--- config.mk ---
export PLATFORM = sky130hd
export DESIGN_NAME = csr_unit
export DESIGN_NICKNAME = d
export VERILOG_FILES = /design/src/hdl/csr_pkg.sv /design/src/hdl/csr_control.sv /design/src/hdl/csr_trap_regs.sv /design/src/hdl/csr_counters.sv /design/src/hdl/csr_read_mux.sv /design/src/hdl/csr_unit.sv
export SDC_FILE = /design/constraint.sdc
export NUM_CORES = 1
export LEC_CHECK = 0
export BUFFER_PORTS_ARGS = -buffer_cell sky130_fd_sc_hd__buf_2
export CORE_MARGIN = 2
export CORE_UTILIZATION = 38
export CTS_BUF_LIST = sky130_fd_sc_hd__clkbuf_4 sky130_fd_sc_hd__clkbuf_8
export CTS_CLUSTER_DIAMETER = 150
export DETAILED_ROUTE_END_ITERATION = 12
export PLACE_DENSITY = 0.69
export SKIP_LAST_GASP = 1
export SLEW_MARGIN = 5
export SYNTH_ARGS = -nofsm -noshare
export SYNTH_HDL_FRONTEND = slang
export SYNTH_SLANG_ARGS = --single-unit
--- constraint.sdc ---
create_clock -name clk -period 5 [get_ports clk]
set_clock_uncertainty 0.15 [all_clocks]
set_input_delay 0.75 -clock clk [delete_from_list [all_inputs] [get_ports clk]]
set_output_delay 0.75 -clock clk [all_outputs]
set_load 0.03 [all_outputs]
--- src/hdl/csr_pkg.sv ---
`default_nettype none

package csr_pkg;

    localparam int XLEN = 32;
    localparam int ECODE_W = 5;

    //////////////////////////////////////////////////
    // Enumerated types
    //////////////////////////////////////////////////

    typedef enum logic [1:0] {
        PRIV_USER    = 2'b00,
        PRIV_MACHINE = 2'b11
    } privilege_t;

    // Same encoding as funct3[1:0] of the CSR instructions
    typedef enum logic [1:0] {
        CSR_RW = 2'b01,
        CSR_RS = 2'b10,
        CSR_RC = 2'b11
    } csr_op_t;

    typedef enum logic [4:0] {
        ID_NONE,
        ID_MISA, ID_MVENDORID, ID_MARCHID, ID_MIMPID, ID_MHARTID,
        ID_MSTATUS, ID_MIE, ID_MTVEC,
        ID_MSCRATCH, ID_MEPC, ID_MCAUSE, ID_MTVAL, ID_MIP,
        ID_MCYCLE, ID_MCYCLEH, ID_MINSTRET, ID_MINSTRETH,
        ID_CYCLE, ID_CYCLEH, ID_TIME, ID_TIMEH, ID_INSTRET, ID_INSTRETH
    } csr_id_t;

    //////////////////////////////////////////////////
    // Register addresses
    //////////////////////////////////////////////////

    localparam logic [11:0] ADDR_MSTATUS   = 12'h300;
    localparam logic [11:0] ADDR_MISA      = 12'h301;
    localparam logic [11:0] ADDR_MIE       = 12'h304;
    localparam logic [11:0] ADDR_MTVEC     = 12'h305;
    localparam logic [11:0] ADDR_MSCRATCH  = 12'h340;
    localparam logic [11:0] ADDR_MEPC      = 12'h341;
    localparam logic [11:0] ADDR_MCAUSE    = 12'h342;
    localparam logic [11:0] ADDR_MTVAL     = 12'h343;
    localparam logic [11:0] ADDR_MIP       = 12'h344;
    localparam logic [11:0] ADDR_MCYCLE    = 12'hB00;
    localparam logic [11:0] ADDR_MINSTRET  = 12'hB02;
    localparam logic [11:0] ADDR_MCYCLEH   = 12'hB80;
    localparam logic [11:0] ADDR_MINSTRETH = 12'hB82;
    localparam logic [11:0] ADDR_CYCLE     = 12'hC00;
    localparam logic [11:0] ADDR_TIME      = 12'hC01;
    localparam logic [11:0] ADDR_INSTRET   = 12'hC02;
    localparam logic [11:0] ADDR_CYCLEH    = 12'hC80;
    localparam logic [11:0] ADDR_TIMEH     = 12'hC81;
    localparam logic [11:0] ADDR_INSTRETH  = 12'hC82;
    localparam logic [11:0] ADDR_MVENDORID = 12'hF11;
    localparam logic [11:0] ADDR_MARCHID   = 12'hF12;
    localparam logic [11:0] ADDR_MIMPID    = 12'hF13;
    localparam logic [11:0] ADDR_MHARTID   = 12'hF14;

    // mstatus fields: mie, mpie and mpp
    localparam int MSTATUS_MIE  = 3;
    localparam int MSTATUS_MPIE = 7;
    localparam int MSTATUS_MPP  = 11;

    localparam logic [XLEN-1:0] MSTATUS_MASK = 32'h0000_1888;
    // Software, timer and external bits
    localparam logic [XLEN-1:0] MIE_MASK     = 32'h0000_0888;
    localparam logic [XLEN-1:0] MIP_MASK     = 32'h0000_0888;
    localparam logic [XLEN-1:0] MIMPID_VALUE = 32'h0000_0001;

    function automatic csr_id_t csr_lookup(input logic [11:0] addr);
        case (addr)
            ADDR_MISA      : return ID_MISA;
            ADDR_MVENDORID : return ID_MVENDORID;
            ADDR_MARCHID   : return ID_MARCHID;
            ADDR_MIMPID    : return ID_MIMPID;
            ADDR_MHARTID   : return ID_MHARTID;
            ADDR_MSTATUS   : return ID_MSTATUS;
            ADDR_MIE       : return ID_MIE;
            ADDR_MTVEC     : return ID_MTVEC;
            ADDR_MSCRATCH  : return ID_MSCRATCH;
            ADDR_MEPC      : return ID_MEPC;
            ADDR_MCAUSE    : return ID_MCAUSE;
            ADDR_MTVAL     : return ID_MTVAL;
            ADDR_MIP       : return ID_MIP;
            ADDR_MCYCLE    : return ID_MCYCLE;
            ADDR_MCYCLEH   : return ID_MCYCLEH;
            ADDR_MINSTRET  : return ID_MINSTRET;
            ADDR_MINSTRETH : return ID_MINSTRETH;
            ADDR_CYCLE     : return ID_CYCLE;
            ADDR_CYCLEH    : return ID_CYCLEH;
            ADDR_TIME      : return ID_TIME;
            ADDR_TIMEH     : return ID_TIMEH;
            ADDR_INSTRET   : return ID_INSTRET;
            ADDR_INSTRETH  : return ID_INSTRETH;
            default        : return ID_NONE;
        endcase
    endfunction

endpackage

`default_nettype wire

--- src/hdl/csr_control.sv ---
`default_nettype none

module csr_control
    import csr_pkg::*;
(
    input  logic             clk,
    input  logic             rst,

    // Request from the core
    input  logic [11:0]      csr_addr,
    input  csr_op_t          csr_op,
    input  logic [XLEN-1:0]  rs1,
    input  logic             new_request,
    input  logic             commit,

    // Trap control
    input  logic             exception_valid,
    input  logic             mret,
    input  privilege_t       mpp,

    // Registered read value, operand of the set/clear ops
    input  logic [XLEN-1:0]  read_value,

    output csr_id_t          csr_id,
    output logic             csr_exception,
    output logic             write_en,
    output logic [XLEN-1:0]  write_data,
    output privilege_t       privilege
);

    logic invalid_addr;
    logic privilege_fault;
    logic read_only;

    //////////////////////////////////////////////////
    // Address decode and access check
    //////////////////////////////////////////////////

    // Single lookup, shared by the datapath through csr_id
    assign csr_id = csr_lookup(csr_addr);

    assign invalid_addr = (csr_id == ID_NONE);

    // Bits 9:8 hold the lowest privilege allowed to access the register
    assign privilege_fault = (csr_addr[9:8] > privilege);

    assign csr_exception = new_request & (invalid_addr | privilege_fault);

    //////////////////////////////////////////////////
    // Read-modify-write
    //////////////////////////////////////////////////

    always_comb begin
        case (csr_op)
            CSR_RW  : write_data = rs1;
            CSR_RS  : write_data = read_value | rs1;
            CSR_RC  : write_data = read_value & ~rs1;
            default : write_data = rs1;
        endcase
    end

    // 2'b11 in the top bits marks a read-only register
    assign read_only = (csr_addr[11:10] == 2'b11);
    assign write_en = commit & ~read_only;

    //////////////////////////////////////////////////
    // Current privilege
    //////////////////////////////////////////////////

    always_ff @(posedge clk) begin
        if (rst) begin
            privilege <= PRIV_MACHINE;
        end else if (exception_valid) begin
            // All traps go to machine mode
            privilege <= PRIV_MACHINE;
        end else if (mret) begin
            privilege <= mpp;
        end
    end

endmodule

`default_nettype wire

--- src/hdl/csr_trap_regs.sv ---
`default_nettype none

module csr_trap_regs
    import csr_pkg::*;
(
    input  logic                clk,
    input  logic                rst,

    // Software write port
    input  csr_id_t             csr_id,
    input  logic                write_en,
    input  logic [XLEN-1:0]     write_data,
    input  privilege_t          privilege,

    // Trap entry and return
    input  logic                exception_valid,
    input  logic [ECODE_W-1:0]  exception_code,
    input  logic [XLEN-1:0]     exception_tval,
    input  logic [XLEN-1:0]     exception_pc,
    input  logic                mret,

    output logic [XLEN-1:0]     mstatus,
    output logic [XLEN-1:0]     mtvec,
    output logic [XLEN-1:0]     mepc,
    output logic [XLEN-1:0]     mcause,
    output logic [XLEN-1:0]     mtval,
    output logic [XLEN-1:0]     mie,
    output logic [XLEN-1:0]     mip,
    output logic [XLEN-1:0]     mscratch,
    output privilege_t          mpp
);

    logic wr_mstatus;
    logic wr_mtvec;
    logic wr_mepc;
    logic wr_mcause;
    logic wr_mtval;
    logic wr_mie;
    logic wr_mip;
    logic wr_mscratch;

    logic [XLEN-1:0] mstatus_write;
    logic [XLEN-1:0] mstatus_entry;
    logic [XLEN-1:0] mstatus_return;

    // Word-aligned bases, low two bits tied to zero
    logic [XLEN-1:2] mtvec_base;
    logic [XLEN-1:2] mepc_base;

    assign wr_mstatus  = write_en && (csr_id == ID_MSTATUS);
    assign wr_mtvec    = write_en && (csr_id == ID_MTVEC);
    assign wr_mepc     = write_en && (csr_id == ID_MEPC);
    assign wr_mcause   = write_en && (csr_id == ID_MCAUSE);
    assign wr_mtval    = write_en && (csr_id == ID_MTVAL);
    assign wr_mie      = write_en && (csr_id == ID_MIE);
    assign wr_mip      = write_en && (csr_id == ID_MIP);
    assign wr_mscratch = write_en && (csr_id == ID_MSCRATCH);

    //////////////////////////////////////////////////
    // mstatus
    //////////////////////////////////////////////////

    always_comb begin
        mstatus_write = write_data & MSTATUS_MASK;
        // No supervisor mode, so mpp only holds user or machine
        if (write_data[MSTATUS_MPP +: 2] != PRIV_MACHINE)
            mstatus_write[MSTATUS_MPP +: 2] = PRIV_USER;

        mstatus_entry = mstatus;
        mstatus_entry[MSTATUS_MPIE] = mstatus[MSTATUS_MIE];
        mstatus_entry[MSTATUS_MIE] = 1'b0;
        mstatus_entry[MSTATUS_MPP +: 2] = privilege;

        mstatus_return = mstatus;
        mstatus_return[MSTATUS_MIE] = mstatus[MSTATUS_MPIE];
        mstatus_return[MSTATUS_MPIE] = 1'b1;
        mstatus_return[MSTATUS_MPP +: 2] = PRIV_USER;
    end

    always_ff @(posedge clk) begin
        if (rst)
            mstatus <= {{(XLEN-MSTATUS_MPP-2){1'b0}}, PRIV_MACHINE, {MSTATUS_MPP{1'b0}}};
        else if (exception_valid)
            mstatus <= mstatus_entry;
        else if (mret)
            mstatus <= mstatus_return;
        else if (wr_mstatus)
            mstatus <= mstatus_write;
    end

    assign mpp = privilege_t'(mstatus[MSTATUS_MPP +: 2]);

    //////////////////////////////////////////////////
    // Trap vector and trap state
    //////////////////////////////////////////////////

    always_ff @(posedge clk) begin
        if (wr_mtvec)
            mtvec_base <= write_data[XLEN-1:2];
        if (exception_valid)
            mepc_base <= exception_pc[XLEN-1:2];
        else if (wr_mepc)
            mepc_base <= write_data[XLEN-1:2];
        if (exception_valid)
            mtval <= exception_tval;
        else if (wr_mtval)
            mtval <= write_data;
        if (wr_mscratch)
            mscratch <= write_data;
    end

    assign mtvec = {mtvec_base, 2'b00};
    assign mepc = {mepc_base, 2'b00};

    // Interrupt flag in bit 31, code in the low bits
    always_ff @(posedge clk) begin
        if (rst)
            mcause <= '0;
        else if (exception_valid)
            mcause <= {1'b0, {(XLEN-ECODE_W-1){1'b0}}, exception_code};
        else if (wr_mcause)
            mcause <= {write_data[XLEN-1], {(XLEN-ECODE_W-1){1'b0}},
                       write_data[ECODE_W-1:0]};
    end

    always_ff @(posedge clk) begin
        if (rst) begin
            mie <= '0;
            mip <= '0;
        end else begin
            if (wr_mie)
                mie <= write_data & MIE_MASK;
            if (wr_mip)
                mip <= write_data & MIP_MASK;
        end
    end

endmodule

`default_nettype wire

--- src/hdl/csr_counters.sv ---
`default_nettype none

module csr_counters #(
    parameter int COUNTER_W = 64,
    parameter int RETIRE_W  = 2
) (
    input  logic                  clk,
    input  logic                  rst,

    // Instructions retired this cycle
    input  logic [RETIRE_W-1:0]   retire_inc,

    output logic [COUNTER_W-1:0]  mcycle,
    output logic [COUNTER_W-1:0]  minstret
);

    //////////////////////////////////////////////////
    // Free-running counters
    //////////////////////////////////////////////////

    // Cycle count, also used for the time alias
    always_ff @(posedge clk) begin
        if (rst)
            mcycle <= '0;
        else
            mcycle <= mcycle + 1'b1;
    end

    // Retired instructions, up to 2**RETIRE_W-1 per cycle
    always_ff @(posedge clk) begin
        if (rst)
            minstret <= '0;
        else
            minstret <= minstret + COUNTER_W'(retire_inc);
    end

endmodule

`default_nettype wire

--- src/hdl/csr_read_mux.sv ---
`default_nettype none

module csr_read_mux
    import csr_pkg::*;
#(
    parameter int          COUNTER_W = 64,
    parameter int unsigned HART_ID   = 0
) (
    input  logic                  clk,
    input  csr_id_t               csr_id,
    input  logic                  read_regs,

    // Trap registers
    input  logic [XLEN-1:0]       mstatus,
    input  logic [XLEN-1:0]       mtvec,
    input  logic [XLEN-1:0]       mepc,
    input  logic [XLEN-1:0]       mcause,
    input  logic [XLEN-1:0]       mtval,
    input  logic [XLEN-1:0]       mie,
    input  logic [XLEN-1:0]       mip,
    input  logic [XLEN-1:0]       mscratch,

    // Counters
    input  logic [COUNTER_W-1:0]  mcycle,
    input  logic [COUNTER_W-1:0]  minstret,

    output logic [XLEN-1:0]       read_value
);

    // MXL = 1 for 32 bits, extension I only
    localparam logic [XLEN-1:0] MISA_VALUE = 32'h4000_0100;

    logic [XLEN-1:0] cycle_hi;
    logic [XLEN-1:0] instret_hi;
    logic [XLEN-1:0] selected;

    // Upper counter bits, zero-extended
    assign cycle_hi = XLEN'(mcycle[COUNTER_W-1:XLEN]);
    assign instret_hi = XLEN'(minstret[COUNTER_W-1:XLEN]);

    always_comb begin
        case (csr_id)
            ID_MISA      : selected = MISA_VALUE;
            ID_MVENDORID : selected = '0;
            ID_MARCHID   : selected = '0;
            ID_MIMPID    : selected = MIMPID_VALUE;
            ID_MHARTID   : selected = XLEN'(HART_ID);
            ID_MSTATUS   : selected = mstatus;
            ID_MIE       : selected = mie;
            ID_MTVEC     : selected = mtvec;
            ID_MSCRATCH  : selected = mscratch;
            ID_MEPC      : selected = mepc;
            ID_MCAUSE    : selected = mcause;
            ID_MTVAL     : selected = mtval;
            ID_MIP       : selected = mip;
            // Machine names and user aliases share the counters
            ID_MCYCLE, ID_CYCLE, ID_TIME       : selected = mcycle[XLEN-1:0];
            ID_MCYCLEH, ID_CYCLEH, ID_TIMEH    : selected = cycle_hi;
            ID_MINSTRET, ID_INSTRET            : selected = minstret[XLEN-1:0];
            ID_MINSTRETH, ID_INSTRETH          : selected = instret_hi;
            default      : selected = '0;
        endcase
    end

    always_ff @(posedge clk) begin
        if (read_regs)
            read_value <= selected;
    end

endmodule

`default_nettype wire

--- src/hdl/csr_unit.sv ---
`default_nettype none

module csr_unit
    import csr_pkg::*;
#(
    parameter int          COUNTER_W = 64,
    parameter int          RETIRE_W  = 2,
    parameter int unsigned HART_ID   = 0
) (
    input  logic                clk,
    input  logic                rst,

    // Request
    input  logic [11:0]         csr_addr,
    input  csr_op_t             csr_op,
    input  logic [XLEN-1:0]     rs1,
    input  logic                new_request,
    input  logic                read_regs,
    input  logic                commit,

    // Trap entry and return
    input  logic                exception_valid,
    input  logic [ECODE_W-1:0]  exception_code,
    input  logic [XLEN-1:0]     exception_tval,
    input  logic [XLEN-1:0]     exception_pc,
    input  logic                mret,

    input  logic [RETIRE_W-1:0] retire_inc,

    output logic                csr_exception,
    output privilege_t          current_privilege,
    output logic [XLEN-1:0]     wb_csr,
    output logic [XLEN-1:0]     trap_pc,
    output logic [XLEN-1:0]     csr_mepc
);

    csr_id_t    csr_id;
    logic       write_en;
    privilege_t mpp;

    logic [XLEN-1:0] write_data;
    logic [XLEN-1:0] mstatus;
    logic [XLEN-1:0] mcause;
    logic [XLEN-1:0] mtval;
    logic [XLEN-1:0] mie;
    logic [XLEN-1:0] mip;
    logic [XLEN-1:0] mscratch;

    logic [COUNTER_W-1:0] mcycle;
    logic [COUNTER_W-1:0] minstret;

    //////////////////////////////////////////////////
    // Control
    //////////////////////////////////////////////////

    csr_control u_control (
        .clk             (clk),
        .rst             (rst),
        .csr_addr        (csr_addr),
        .csr_op          (csr_op),
        .rs1             (rs1),
        .new_request     (new_request),
        .commit          (commit),
        .exception_valid (exception_valid),
        .mret            (mret),
        .mpp             (mpp),
        .read_value      (wb_csr),
        .csr_id          (csr_id),
        .csr_exception   (csr_exception),
        .write_en        (write_en),
        .write_data      (write_data),
        .privilege       (current_privilege)
    );

    //////////////////////////////////////////////////
    // Datapath
    //////////////////////////////////////////////////

    csr_trap_regs u_trap_regs (
        .clk             (clk),
        .rst             (rst),
        .csr_id          (csr_id),
        .write_en        (write_en),
        .write_data      (write_data),
        .privilege       (current_privilege),
        .exception_valid (exception_valid),
        .exception_code  (exception_code),
        .exception_tval  (exception_tval),
        .exception_pc    (exception_pc),
        .mret            (mret),
        .mstatus         (mstatus),
        .mtvec           (trap_pc),
        .mepc            (csr_mepc),
        .mcause          (mcause),
        .mtval           (mtval),
        .mie             (mie),
        .mip             (mip),
        .mscratch        (mscratch),
        .mpp             (mpp)
    );

    csr_counters #(
        .COUNTER_W (COUNTER_W),
        .RETIRE_W  (RETIRE_W)
    ) u_counters (
        .clk        (clk),
        .rst        (rst),
        .retire_inc (retire_inc),
        .mcycle     (mcycle),
        .minstret   (minstret)
    );

    // Registered read value doubles as the write-back data
    csr_read_mux #(
        .COUNTER_W (COUNTER_W),
        .HART_ID   (HART_ID)
    ) u_read_mux (
        .clk        (clk),
        .csr_id     (csr_id),
        .read_regs  (read_regs),
        .mstatus    (mstatus),
        .mtvec      (trap_pc),
        .mepc       (csr_mepc),
        .mcause     (mcause),
        .mtval      (mtval),
        .mie        (mie),
        .mip        (mip),
        .mscratch   (mscratch),
        .mcycle     (mcycle),
        .minstret   (minstret),
        .read_value (wb_csr)
    );

endmodule

`default_nettype wire

### Word-level counts from Yosys, hierarchy flattened

Cells that the tools add are included.

| storage, ports and cells | value |
|---|---|
| register bits after elaboration | 302 |
| output and inout port bits | 99 |
| logic and storage cells | 103 |

| cells by class | value |
|---|---|
| add/sub/neg operators | 2 |
| $lt $le $gt $ge | 1 |
| equal/unequal tests | 47 |
| multiplexer cells | 13 |
| bitwise operators | 7 |
| reductions and logical operators | 19 |

Operators with widths:

| cell | count |
|---|---|
| $pmux 32 s14 | 1 |
| $eq 12x12->1 const B | 14 |
| $pmux 5 s23 | 1 |
| $eq 12x10->1 const B | 9 |
| $add 64x1->64 const B | 1 |
| $add 64x2->64 | 1 |
| $mux 32 | 2 |
| $pmux 32 s2 | 1 |
| $mux 30 | 2 |
| $eq 5x4->1 const B | 8 |
| $eq 5x5->1 const B | 8 |
| $mux 13 | 3 |
| $and 32x32->32 | 1 |
| $not 32->32 | 1 |
| $or 32x32->32 | 1 |
| $eq 5x3->1 const B | 3 |
| $mux 5 | 2 |
| $logic_and 1x1->1 | 8 |
| $reduce_bool 2->1 | 4 |
| $eq 2x2->1 const B | 3 |
| $reduce_or 2->1 | 3 |
| $reduce_or 3->1 | 2 |
| $eq 5x1->1 const B | 1 |
| $logic_not 5->1 | 1 |
| 7 further kinds | 8 |

### Depth between registers and ports, before layout

Gate-level depths: netlist of run 1.

| depth | value |
|---|---|
| depth after elaboration | 8 |
| gate-level depth with buffers | 12 |
| depth with buffers taken out | 11 |

### By module

From an unflattened synthesis of run 1, not the netlist that was laid out.

| second synthesis, totals | value |
|---|---|
| cell total of the unflattened synthesis | 1917 |
| area total of the unflattened synthesis | 17879.6 sq um |

Modules (own cells, without submodules):

| module | times used | cells an instance | area an instance (sq um) |
|---|---|---|---|
| csr_trap_regs | 1 | 501 | 6154.7 |
| csr_counters | 1 | 714 | 5879.4 |
| csr_read_mux | 1 | 550 | 4937.2 |
| csr_control | 1 | 152 | 908.4 |

### Worst setup path before layout of run 1

Ideal clock, no wire load.

| path | value |
|---|---|
| path kind | input port to flip-flop |
| start point | in csr_addr[10] |
| end point | reg u_trap_regs.mscratch[0], enable pin |
| setup time | 0.461 ns |
| arrival | 4.747 ns |
| required time | 4.389 ns |
| setup slack | -0.358 ns |
| stages on the path | 9 |
| buffers on the path | 4 |
| cells stage by stage | buf_2 -> nand2_1 -> or3_1 -> o32ai_1 -> a221oi_1 -> buf_2 -> buf_2 -> buf_2 -> nor3_1 |

| between the ends | value |
|---|---|
| cells in the longest elaborated chain, start to end | 4 |
| elaborated cells between the ends (all ways) | 29 |
| classes of those cells | eq/ne: 25; mux: 1; bitwise: 2; reduce/logical: 1 |

RTL lines:

| element | line | text |
|---|---|---|
| start, declared | csr_unit.sv:14 | `input logic [11:0] csr_addr,` |
| $eq 12x12->1, or another cell as far along | csr_pkg.sv:73 | `case (addr)` |
| $pmux 5 s23 / $not 1->1 (equally long branches) | csr_pkg.sv:73, csr_control.sv:64 |  |
| $eq 5x4->1 / $and 1x1->1 (equally long branches) | csr_trap_regs.sv:57, csr_control.sv:64 |  |
| $logic_and 1x1->1 (*) | csr_trap_regs.sv:57 | `assign wr_mscratch = write_en && (csr_id == ID_MSCRATCH);` |
| net u_trap_regs.wr_mscratch | csr_trap_regs.sv:40 | `logic wr_mscratch;` |
| end signal, assigned | csr_trap_regs.sv:109 | `mscratch <= write_data;` |
| end, declared | csr_trap_regs.sv:29 | `output logic [XLEN-1:0] mscratch,` |

The timed path passes the listed nets; every way through them passes the cells marked *.
A chain may end at the register's enable or synchronous reset.

### Final worst setup path of run 1

| path | value |
|---|---|
| start point | in csr_addr[11] |
| end point | out csr_exception |

| between the ends | value |
|---|---|
| cells in the longest elaborated chain, start to end | 5 |
| elaborated cells between the ends (all ways) | 27 |
| classes of those cells | eq/ne: 23; mux: 1; bitwise: 2; reduce/logical: 1 |

RTL lines:

| element | line | text |
|---|---|---|
| $eq 12x12->1 / $eq 12x10->1 (equally long branches) | csr_pkg.sv:73 |  |
| $pmux 5 s23 (*) | csr_pkg.sv:73 |  |
| $logic_not 5->1 (*) | csr_control.sv:42 | `assign invalid_addr = (csr_id == ID_NONE);` |
| $or 1x1->1 (*) | csr_control.sv:47 | `assign csr_exception = new_request & (invalid_addr \| privilege_fault);` |
| $and 1x1->1 (*) | csr_control.sv:47 |  |
| end, declared | csr_unit.sv:30 | `output logic csr_exception,` |

Mark *: on every way between the ends. The rest lies on a longest branch, timed or not.

==> results of run 1 <==
==> stage by stage <==
step           instance area, um^2  std cells  utilization
3_3_place_gp                 16290       2116       0.4304
5_1_grt                      17280       2207       0.4567
4_1_cts                      17280       2207       0.4567
3_5_place_dp                 16290       2116       0.4304
6_report                     17280       2207       0.4567
2_1_floorplan                14680       1447            -
==> final cells by class <==
class,instances,area [um^2]
timing repair buffer,240,1301
inverter,38,142.6
sequential,302,7607
multi-input combinational,1025,6598
fill,3634,20560
clock inverter,27,190.2
tap,511,639.4
clock buffer,64,805.8
==> registers in the layout, summed over array words and instances, names as in the netlist, 4 cells and up <==
name,cells
u_counters.mcycle,64
u_counters.minstret,64
u_read_mux.read_value,32
u_trap_regs.mcause,6
u_trap_regs.mepc_base,30
u_trap_regs.mscratch,32
u_trap_regs.mstatus,4
u_trap_regs.mtval,32
u_trap_regs.mtvec_base,30
==> where the power goes <==
| group | switching, mW | internal, mW |
|---|---|---|
| registers | 0.0381 | 2.68 |
| clock network | 1.01 | 1.17 |
| logic | 0.263 | 0.127 |
| total | 1.31 | 3.97 |
==> worst paths after layout <==
| path | from | end | slack (ns) | cells after the start |
|---|---|---|---|---|
| max reg2reg | u_counters.minstret[0] | u_counters.minstret[62] | 1.47 | 11 |
| max | csr_addr[11] | csr_exception | 0.98 | 8 |
| min reg2reg | u_counters.mcycle[0] | u_counters.mcycle[0] | 0.31 | 1 |
| min | exception_pc[19] | u_trap_regs.mepc_base[19] | 0.28 | 2 |
==> synth_stat cells (all sizes together) (5+ instances only) <==
cell type / count
a22o: 11
a211oi: 7
nand4: 22
xor2: 50
xnor2: 43
a221oi: 14
mux2: 7
edfxtp: 156
clkbuf: 62
nor4: 7
and2: 40
o21bai: 10
nor2b: 11
nand3: 42
inv: 38
dfxtp: 146
buf: 20
a21o: 53
and4: 13
or3: 41
a21oi: 103
o221ai: 12
or2: 7
ha: 5
o211a: 6
nand2: 96
and3: 18
or4: 8
mux2i: 68
o211ai: 14
nor2: 147
nor3: 26
o21ai: 59
a22oi: 29
==> routing by layer <==
metal | share of wire | global-route usage | vias up
li1 | - | - | 5741
met1 | 0.41 | 0.2864 | 5873
met2 | 0.49 | 0.3857 | 595
met3 | 0.074 | 0.03458 | 99
met4 | 0.035 | 0.07196 | 2
met5 | 0.00035 | 0 | -
==> logic make-up (layout without fill, tap and decap cells) <==
family | Yosys count | in the layout | synth area share
xor gates and xnor gates | 93 | 93 | 0.05555
other | 1 | 4 | 0.0002557
AOI/OAI and AO/OA | 355 | 355 | 0.1623
DFF | 302 | 302 | 0.5188
buffers and inverters | 120 | 369 | 0.03464
adders and majority gates | 6 | 6 | 0.005632
muxes | 75 | 75 | 0.05180
and+or+nand+nor | 492 | 492 | 0.1710
==> flow_summary.toml, run 1 <==
[status]
outcome = "finished, final reports clean"

[routing]
drc = 0
wirelength_mm = 46.37
drt-pass1-iter-count = 5
wl_per_cell_um = 21.01
via_count = 12310
drtAntennaViolNets = 0
drt_iter0_drc = 1219
vias_per_cell = 5.578

[yosys]
synth_cells = 1444
async_flop_share = 0
synth-seq-cells = 302
synth_area_leaders = "edfxtp_1 (32%), dfxtp_1 (20%), mux2i_1 (4.6%)"
synth_flop_cell = "edfxtp_1"
yosys.area.top_type = "edfxtp_1"
yosys.cell_types.count = 79
yosys_warnings = 0
synth_edf_count = 156
synth.top_cell.area_share = 0.3195
synth_area_um2 = 14660
ys_seq_area_frac = 0.5188
syn_avg_cell_area_um2 = 10.15

[power]
ir_worst_vdd_v = 0.0001997
leakage_nw = 6.614
pwr_density_cell_nw_per_um2 = 305.6
finalPower_mw = 5.282

[global_routing]
grt_start_max_net_pins = 94
grt_usage = 0.2231
grt.overflow.total = 0
grt_antenna_before_repair = 1
grt_pass1_vias = 11890
grt_pass1_wl_mm = 69.93

[cells_and_area]
layout.nets = 1787
final_common_cell = "buf_2"
final_cell_mix = "buf_2 (215), edfxtp_1 (156), nor2_1 (146), dfxtp_1 (146), a21oi_1 (103)"
syn_to_final_growth_pct = 17.88
diodes = 0
drive_above_1_share = 0.2070

[placement]
port_buffers = 216
place.gp.congestion = 0.9121
place_ws_ns = 0.7819
hpwl_mm = 34.18

[sta]
max_slew_margin = 0.2626
worst_pin_slew_ns = 1.096
min_period_over_period = 0.8042
setup_viol = 0
setup_tns_ns = 0
hold_ws_ns = 0.2799
max_freq_ghz = 0.2487
setup_ws_ns = 0.9789
rsz0062_at_grt = "no"
hold_viol = 0
min_period_ns = 4.021
final_max_slew_viol_count = 0

[critical_path]
worst_setup_path_start_kind = "primary input"
path_cells = "buf_2 > or3_1 > nor3_1 > and3b_1 > or2_2 > a2111oi_0 > o21a_1 > buf_2"
crit_path_max_fanout = 9
crit_arrival_ns = 3.12
path_buf_inv = 2
worstPathRequired_ns = 4.10
slowest_stage = "nor3_1"
crit_type = "primary input to primary output"
crit_path_frequent_cell = "buf_2"
endpoint_kind = "primary output"
slowest_delay_ns = 0.58
critPathTopFamily = "simple AND/OR/NAND/NOR gates"

[floorplanning]
die_x_um = 200.4
start_util = 0.3875
io_pins = 223
chipHeight_um = 200.4
std_cell_rows = 71
core-area_um2 = 37840
fp.dieArea_um2 = 40170

[clocking]
cts_root_buf = "clkbuf_8"
holdBufCountCts = 0
clk_pin_slew_ns = 0.06
clock_latency_ns = 0.60
clock_path_buffers = 3
cts_resized = 0
htreeDepth = 2
cts_tree = "built"
clkSinkCount = 302
postCtsSetupBuffers = 0
cts_buffers = 50

[run]
drv_cap = 0

[min_path]
hold_path_class = "primary input to flip-flop"
No activity file was read; power rests on OpenSTA's default activity.
==> inputs of run 2 (changes only) <==
--- a/config.mk
+++ b/config.mk
@@ -5,6 +5,7 @@
 export SDC_FILE = /design/constraint.sdc
 export NUM_CORES = 1
 export LEC_CHECK = 0
+export ABC_AREA = 1
 export BUFFER_PORTS_ARGS = -buffer_cell sky130_fd_sc_hd__buf_2
 export CORE_MARGIN = 2
 export CORE_UTILIZATION = 38
==> constraint.sdc (replaced) <==
create_clock -name clk -period 3.6 [get_ports clk]
set_clock_uncertainty 0.15 [all_clocks]
set_input_delay 0.54 -clock clk [delete_from_list [all_inputs] [get_ports clk]]
set_output_delay 0.54 -clock clk [all_outputs]
set_load 0.03 [all_outputs]
==> flow_summary.toml, run 2 <==
[floorplanning]
start_util = 0.3827
fp.dieArea_um2 = 43620
std_cell_rows = 75
chipHeight_um = 208.9
io_pins = 223
die_x_um = 208.9
core-area_um2 = 41670

[clocking]
postCtsSetupBuffers = 0
cts_root_buf = "clkbuf_8"
cts_buffers = 51
htreeDepth = 2
cts_resized = 0
clk_pin_slew_ns = 0.07
clkSinkCount = 302
clock_path_buffers = 3
clock_latency_ns = 0.62
holdBufCountCts = 0
cts_tree = "built"

[sta]
final_max_slew_viol_count = 0
max_freq_ghz = 0.3213
worst_pin_slew_ns = 0.8367
setup_tns_ns = 0
rsz0062_at_grt = "no"
setup_ws_ns = 0.4878
max_slew_margin = 0.4422
hold_ws_ns = 0.04827
min_period_ns = 3.112
min_period_over_period = 0.8645
hold_viol = 0
setup_viol = 0

[routing]
wl_per_cell_um = 19.58
drc = 0
vias_per_cell = 5.462
drt_iter0_drc = 1898
wirelength_mm = 56.94
via_count = 15880
drtAntennaViolNets = 0
drt-pass1-iter-count = 6

[global_routing]
gr-usage-met2 = 0.4184
grt_pass1_wl_mm = 86.94
busiest_layer = "met2"
grt_start_max_net_pins = 72
grt_usage = 0.2569
grt_antenna_before_repair = 2
grt_pass1_vias = 15300
grt_util_met3 = 0.03968
grt.overflow.total = 0
use_met1 = 0.3456

[power]
finalPower_mw = 7.612
pwr_density_cell_nw_per_um2 = 403.0
ir_worst_vdd_v = 0.0003114
leakage_nw = 7.371

[yosys]
yosys.cell_count.top_type = "nand2_1"
synth_area_leaders = "edfxtp_1 (29%), dfxtp_1 (18%), nand2_1 (13%)"
synth_cells = 2077
yosys.cell_types.count = 54
synth-seq-cells = 302
yosys.area.top_type = "edfxtp_1"
yosys_warnings = 0
ys_seq_area_frac = 0.4770
synth_common_cells = "nand2_1 (537), nor2_1 (231), inv_1 (217)"
async_flop_share = 0
syn_avg_cell_area_um2 = 7.678
synth_area_um2 = 15950
synth_flop_cell = "edfxtp_1"
synth_edf_count = 156
synth.top_cell.area_share = 0.2938

[cells_and_area]
reg_top3 = "u_counters.mcycle x64, u_counters.minstret x64"
layout.nets = 2457
final_area_um2 = 18890
diodes = 0
utilization = 0.4534
final_cell_mix = "nand2_1 (537), nor2_1 (230), inv_1 (217), buf_2 (216), edfxtp_1 (156)"
n_fill_cell = 4148
seq_area_um2 = 7607
syn_to_final_growth_pct = 18.45
final_common_cell = "nand2_1"
drive_above_1_share = 0.1760
multi_input_area_um2 = 7187
stdcell_count = 2908

[critical_path]
cp-startpoint = "u_counters.minstret[0]"
critPathTopFamily = "simple AND/OR/NAND/NOR gates"
worst_setup_path_start_kind = "flip-flop"
worstSetupEndpoint = "u_counters.minstret[60]"
slowest_delay_ns = 0.41
endpoint_kind = "flip-flop"
reg2reg_depth = 15
reg2reg_setup_slack_ns = 0.49
path_buf_inv = 3
r2r_end = "u_counters.minstret[60]"
path_cells = "ha_1 > inv_1 > fa_1 > inv_1 > nand3_1 > inv_1 > nand2_1 > nor2_1 > nand2_1 > nor3_1 > nand4_1 > nor2_1 > nand4_1 > xor2_1 > nor2_1"
cp.depth = 15
crit_arrival_ns = 3.45
r2r-start = "u_counters.minstret[0]"
slowest_stage = "fa_1"
crit_path_max_fanout = 4
crit_type = "flip-flop to flip-flop"
worstPathRequired_ns = 3.94

[placement]
place.gp.congestion = 0.9484
port_buffers = 216
place_area_um2 = 17800
dp_cells = 2813
hpwl_mm = 43.86
place_ws_ns = 0.2285

[run]
drv_cap = 0

[status]
outcome = "finished, final reports clean"

[min_path]
hold_path_class = "primary input to flip-flop"
[run 2: cell types whose count changed in the layout (fill, tap and decap cells not counted), sizes merged, moves of 41 or more]
| cell | previous run | this run |
|---|---|---|
| or3 | 41 | 0 |
| nand2 | 96 | 550 |
| mux2i | 68 | 0 |
| inv | 39 | 232 |
| nand3 | 42 | 126 |
| a21o | 53 | 1 |
| nor3 | 26 | 97 |
| nor2 | 147 | 255 |
| a21oi | 103 | 155 |
[run 2: cells by family after synthesis]
| kind of cell | count (synthesis) | share of synthesized area |
|---|---|---|
| simple gates | 1111 | 0.3084 |
| compound gates | 338 | 0.1204 |
| xor+xnor | 23 | 0.01263 |
| other cells | 1 | 0.0002352 |
| fa+ha+maj | 6 | 0.005179 |
| flops | 302 | 0.4770 |
| buf+inv | 296 | 0.07603 |
[run 2: power by group]
| part | switching (mW) | internal, mW | total (mW) |
|---|---|---|---|
| Sequential | 0.0517 | 3.72 | 3.77 |
| Combinational | 0.389 | 0.160 | 0.549 |
| Clock | 1.44 | 1.86 | 3.29 |
[run 2: layout make-up]
class	instances	area share
Timing Repair Buffer	254	0.07631
Tap cell	539	0.03570
Clock buffer	74	0.04862
Sequential cell	302	0.4027
Clock inverter	21	0.009273
Inverter	236	0.04690
Multi-Input combinational cell	1482	0.3805
[run 2: worst min-delay path by stage]
| stage | startpoint | to | slack [ns] | depth (start not counted) |
|---|---|---|---|---|
| after global routing | exception_pc[3] | u_trap_regs.mepc_base[3] | 0.03 | 3 |
| after detailed placement | u_trap_regs.mip[7] | u_trap_regs.mip[7] | 0.29 | 2 |
| after CTS | exception_pc[14] | u_trap_regs.mepc_base[14] | 0.02 | 3 |
| after floorplan | u_trap_regs.mip[7] | u_trap_regs.mip[7] | 0.27 | 2 |
| after global placement | u_trap_regs.mip[3] | u_trap_regs.mip[3] | 0.29 | 2 |
| final | exception_pc[3] | u_trap_regs.mepc_base[3] | 0.05 | 3 |
[run 2: worst reg2reg max path: stages, from the launching register on]
cell	delay (ns)
dfxtp_1	0.36
ha_1	0.18
inv_1	0.06
fa_1	0.41
inv_1	0.07
nand3_1	0.12
inv_1	0.08
nand2_1	0.11
nor2_1	0.22
nand2_1	0.11
nor3_1	0.29
nand4_1	0.20
nor2_1	0.26
nand4_1	0.14
xor2_1	0.16
nor2_1	0.05
[run 2: metal layers]
layer  wire length [um]  share of wire
met3               4638          0.081
met1              24400           0.43
met2              25880           0.45
met4               2001          0.035
met5                 27        0.00047
==> inputs of run 3 (changes only) <==
--- a/config.mk
+++ b/config.mk
@@ -8,11 +8,12 @@
 export ABC_AREA = 1
 export BUFFER_PORTS_ARGS = -buffer_cell sky130_fd_sc_hd__buf_2
 export CORE_MARGIN = 2
-export CORE_UTILIZATION = 38
+export CORE_UTILIZATION = 30
 export CTS_BUF_LIST = sky130_fd_sc_hd__clkbuf_4 sky130_fd_sc_hd__clkbuf_8
 export CTS_CLUSTER_DIAMETER = 150
 export DETAILED_ROUTE_END_ITERATION = 12
-export PLACE_DENSITY = 0.69
+export PLACE_DENSITY = 0.57
+export SETUP_SLACK_MARGIN = 0.5
 export SKIP_LAST_GASP = 1
 export SLEW_MARGIN = 5
 export SYNTH_ARGS = -nofsm -noshare
==> constraint.sdc (replaced) <==
create_clock -name clk -period 3.9 [get_ports clk]
set_clock_uncertainty 0.15 [all_clocks]
set_input_delay 0.585 -clock clk [delete_from_list [all_inputs] [get_ports clk]]
set_output_delay 0.585 -clock clk [all_outputs]
set_load 0.03 [all_outputs]
==> flow_summary.toml, run 3 (synthesis gave the netlist of run 2 again) <==
[floorplanning]
chipHeight_um = 234.6
die_x_um = 234.6
core-area_um2 = 52550
std_cell_rows = 84
start_util = 0.3035
fp.dieArea_um2 = 55020
io_pins = 223

[cells_and_area]
final_cell_mix = "nand2_1 (537), nor2_1 (229), inv_1 (217), buf_2 (216), edfxtp_1 (156)"
drive_above_1_share = 0.1782
layout.nets = 2451
reg_top3 = "u_counters.mcycle x64, u_counters.minstret x64"
syn_to_final_growth_pct = 19.71
final_common_cell = "nand2_1"

[global_routing]
grt_antenna_before_repair = 1
grt.overflow.total = 0
grt_usage = 0.2085
grt_start_max_net_pins = 73
grt_pass1_vias = 15130
grt_pass1_wl_mm = 87.96

[clocking]
cts_tree = "built"
clock_path_buffers = 3
cts_buffers = 55
clk_pin_slew_ns = 0.06
htreeDepth = 2
clkSinkCount = 302
cts_root_buf = "clkbuf_8"
clock_latency_ns = 0.65

[routing]
via_count = 15610
vias_per_cell = 5.108
drt-pass1-iter-count = 6
wirelength_mm = 58.42
drtAntennaViolNets = 0
wl_per_cell_um = 19.11
drt_iter0_drc = 1349
drc = 0

[placement]
port_buffers = 216
hpwl_mm = 45.01
place_ws_ns = 0.2060
place.gp.congestion = 0.9037

[critical_path]
crit_arrival_ns = 3.55
path_cells = "ha_1 > inv_1 > fa_1 > inv_1 > nand3_1 > inv_1 > nand2_1 > nor2_1 > inv_2 > nor3_2 > nand2_1 > nor2_1 > and3_1 > nand3_1 > xor2_1 > nor2_1"
worst_setup_path_start_kind = "flip-flop"
endpoint_kind = "flip-flop"
slowest_delay_ns = 0.41
crit_type = "flip-flop to flip-flop"
worstPathRequired_ns = 4.24
crit_path_max_fanout = 4
slowest_stage = "fa_1"

[power]
pwr_density_cell_nw_per_um2 = 382.6
ir_worst_vdd_v = 0.0002232
leakage_nw = 7.391

[sta]
worst_pin_slew_ns = 0.9814
max_freq_ghz = 0.3120
setup_viol = 0
setup_ws_ns = 0.6944
final_max_slew_viol_count = 0
min_period_over_period = 0.8219
setup_tns_ns = 0
max_slew_margin = 0.3450
hold_viol = 0
rsz0062_at_grt = "no"
min_period_ns = 3.206
hold_ws_ns = 0.06400

[min_path]
hold_path_class = "primary input to flip-flop"

[run]
drv_cap = 0

[status]
outcome = "finished, final reports clean"
-- run 3: cell count changes in the layout (fill, tap and decap cells not counted) --
cell	delta
nor2_2	+1
diode_2	+1
clkbuf_8	+5
clkinv_2	+7
clkbuf_4	+2
buf_12	-3
nor2_1	-1
bufinv_16	+1
buf_4	-7
clkinv_1	-5
clkinv_4	-1
-- run 3: layout make-up --
class	instances	area (um^2)
clock inverter	23	212.7
multi-input combinational	1482	7189
clock buffer	81	1002
tap	688	860.8
timing repair buffer	244	1329
sequential	302	7607
antenna	1	2.502
inverter	236	885.9
fill	5566	33460
-- run 3: critical path, delay by kind of cell (launching register included) --
| family | cells | cell delay (ns) |
|---|---|---|
| and+or+nand+nor | 9 | 1.44 |
| adders and majority gates | 2 | 0.59 |
| xor gates and xnor gates | 1 | 0.18 |
| DFF | 1 | 0.36 |
| buffers and inverters | 4 | 0.32 |
-- run 3: per-layer routing --
| metal | GRT usage | share of wire | routed length (um) |
|---|---|---|---|
| met1 | 0.2834 | 0.45 | 26430 |
| met2 | 0.3415 | 0.45 | 26520 |
| met3 | 0.02883 | 0.067 | 3907 |
| met4 | 0.06781 | 0.027 | 1562 |
| met5 | 0 | 0 | 0 |
-- run 3: repair_timing --
item,in CTS,in global routing
resized for setup,0,1
hold buffers,0,0
endpoints found under the setup margin,0,1
setup buffers,0,0
-- run 3: per-stage QoR --
step | cell area (um^2) | power (mW) | util | instances
after floorplan | 15970 | 3.815 | - | 2080
after global placement | 17870 | 4.037 | 0.3400 | 2952
after detailed placement | 17870 | 4.047 | 0.3400 | 2952
after CTS | 19080 | 7.377 | 0.3632 | 3056
after global routing | 19090 | 7.572 | 0.3633 | 3057
final | 19090 | 7.303 | 0.3633 | 3057
-- run 3: final timing paths --
check                           cells after the start                         to  slack (ns)                    from
worst max-delay path                               16    u_counters.minstret[54]        0.69  u_counters.minstret[0]
worst min-delay path                                3  u_trap_regs.mepc_base[17]        0.06        exception_pc[17]
worst max register to register                     16    u_counters.minstret[54]        0.69  u_counters.minstret[0]
worst min register to register                      2         u_trap_regs.mip[3]        0.31      u_trap_regs.mip[3]
-- run 3: report_power, final --
part,leakage (nW),switching (mW),internal [mW]
combinational,4.06,0.357,0.144
clock,0.647,1.40,1.92
sequential,2.68,0.0507,3.43
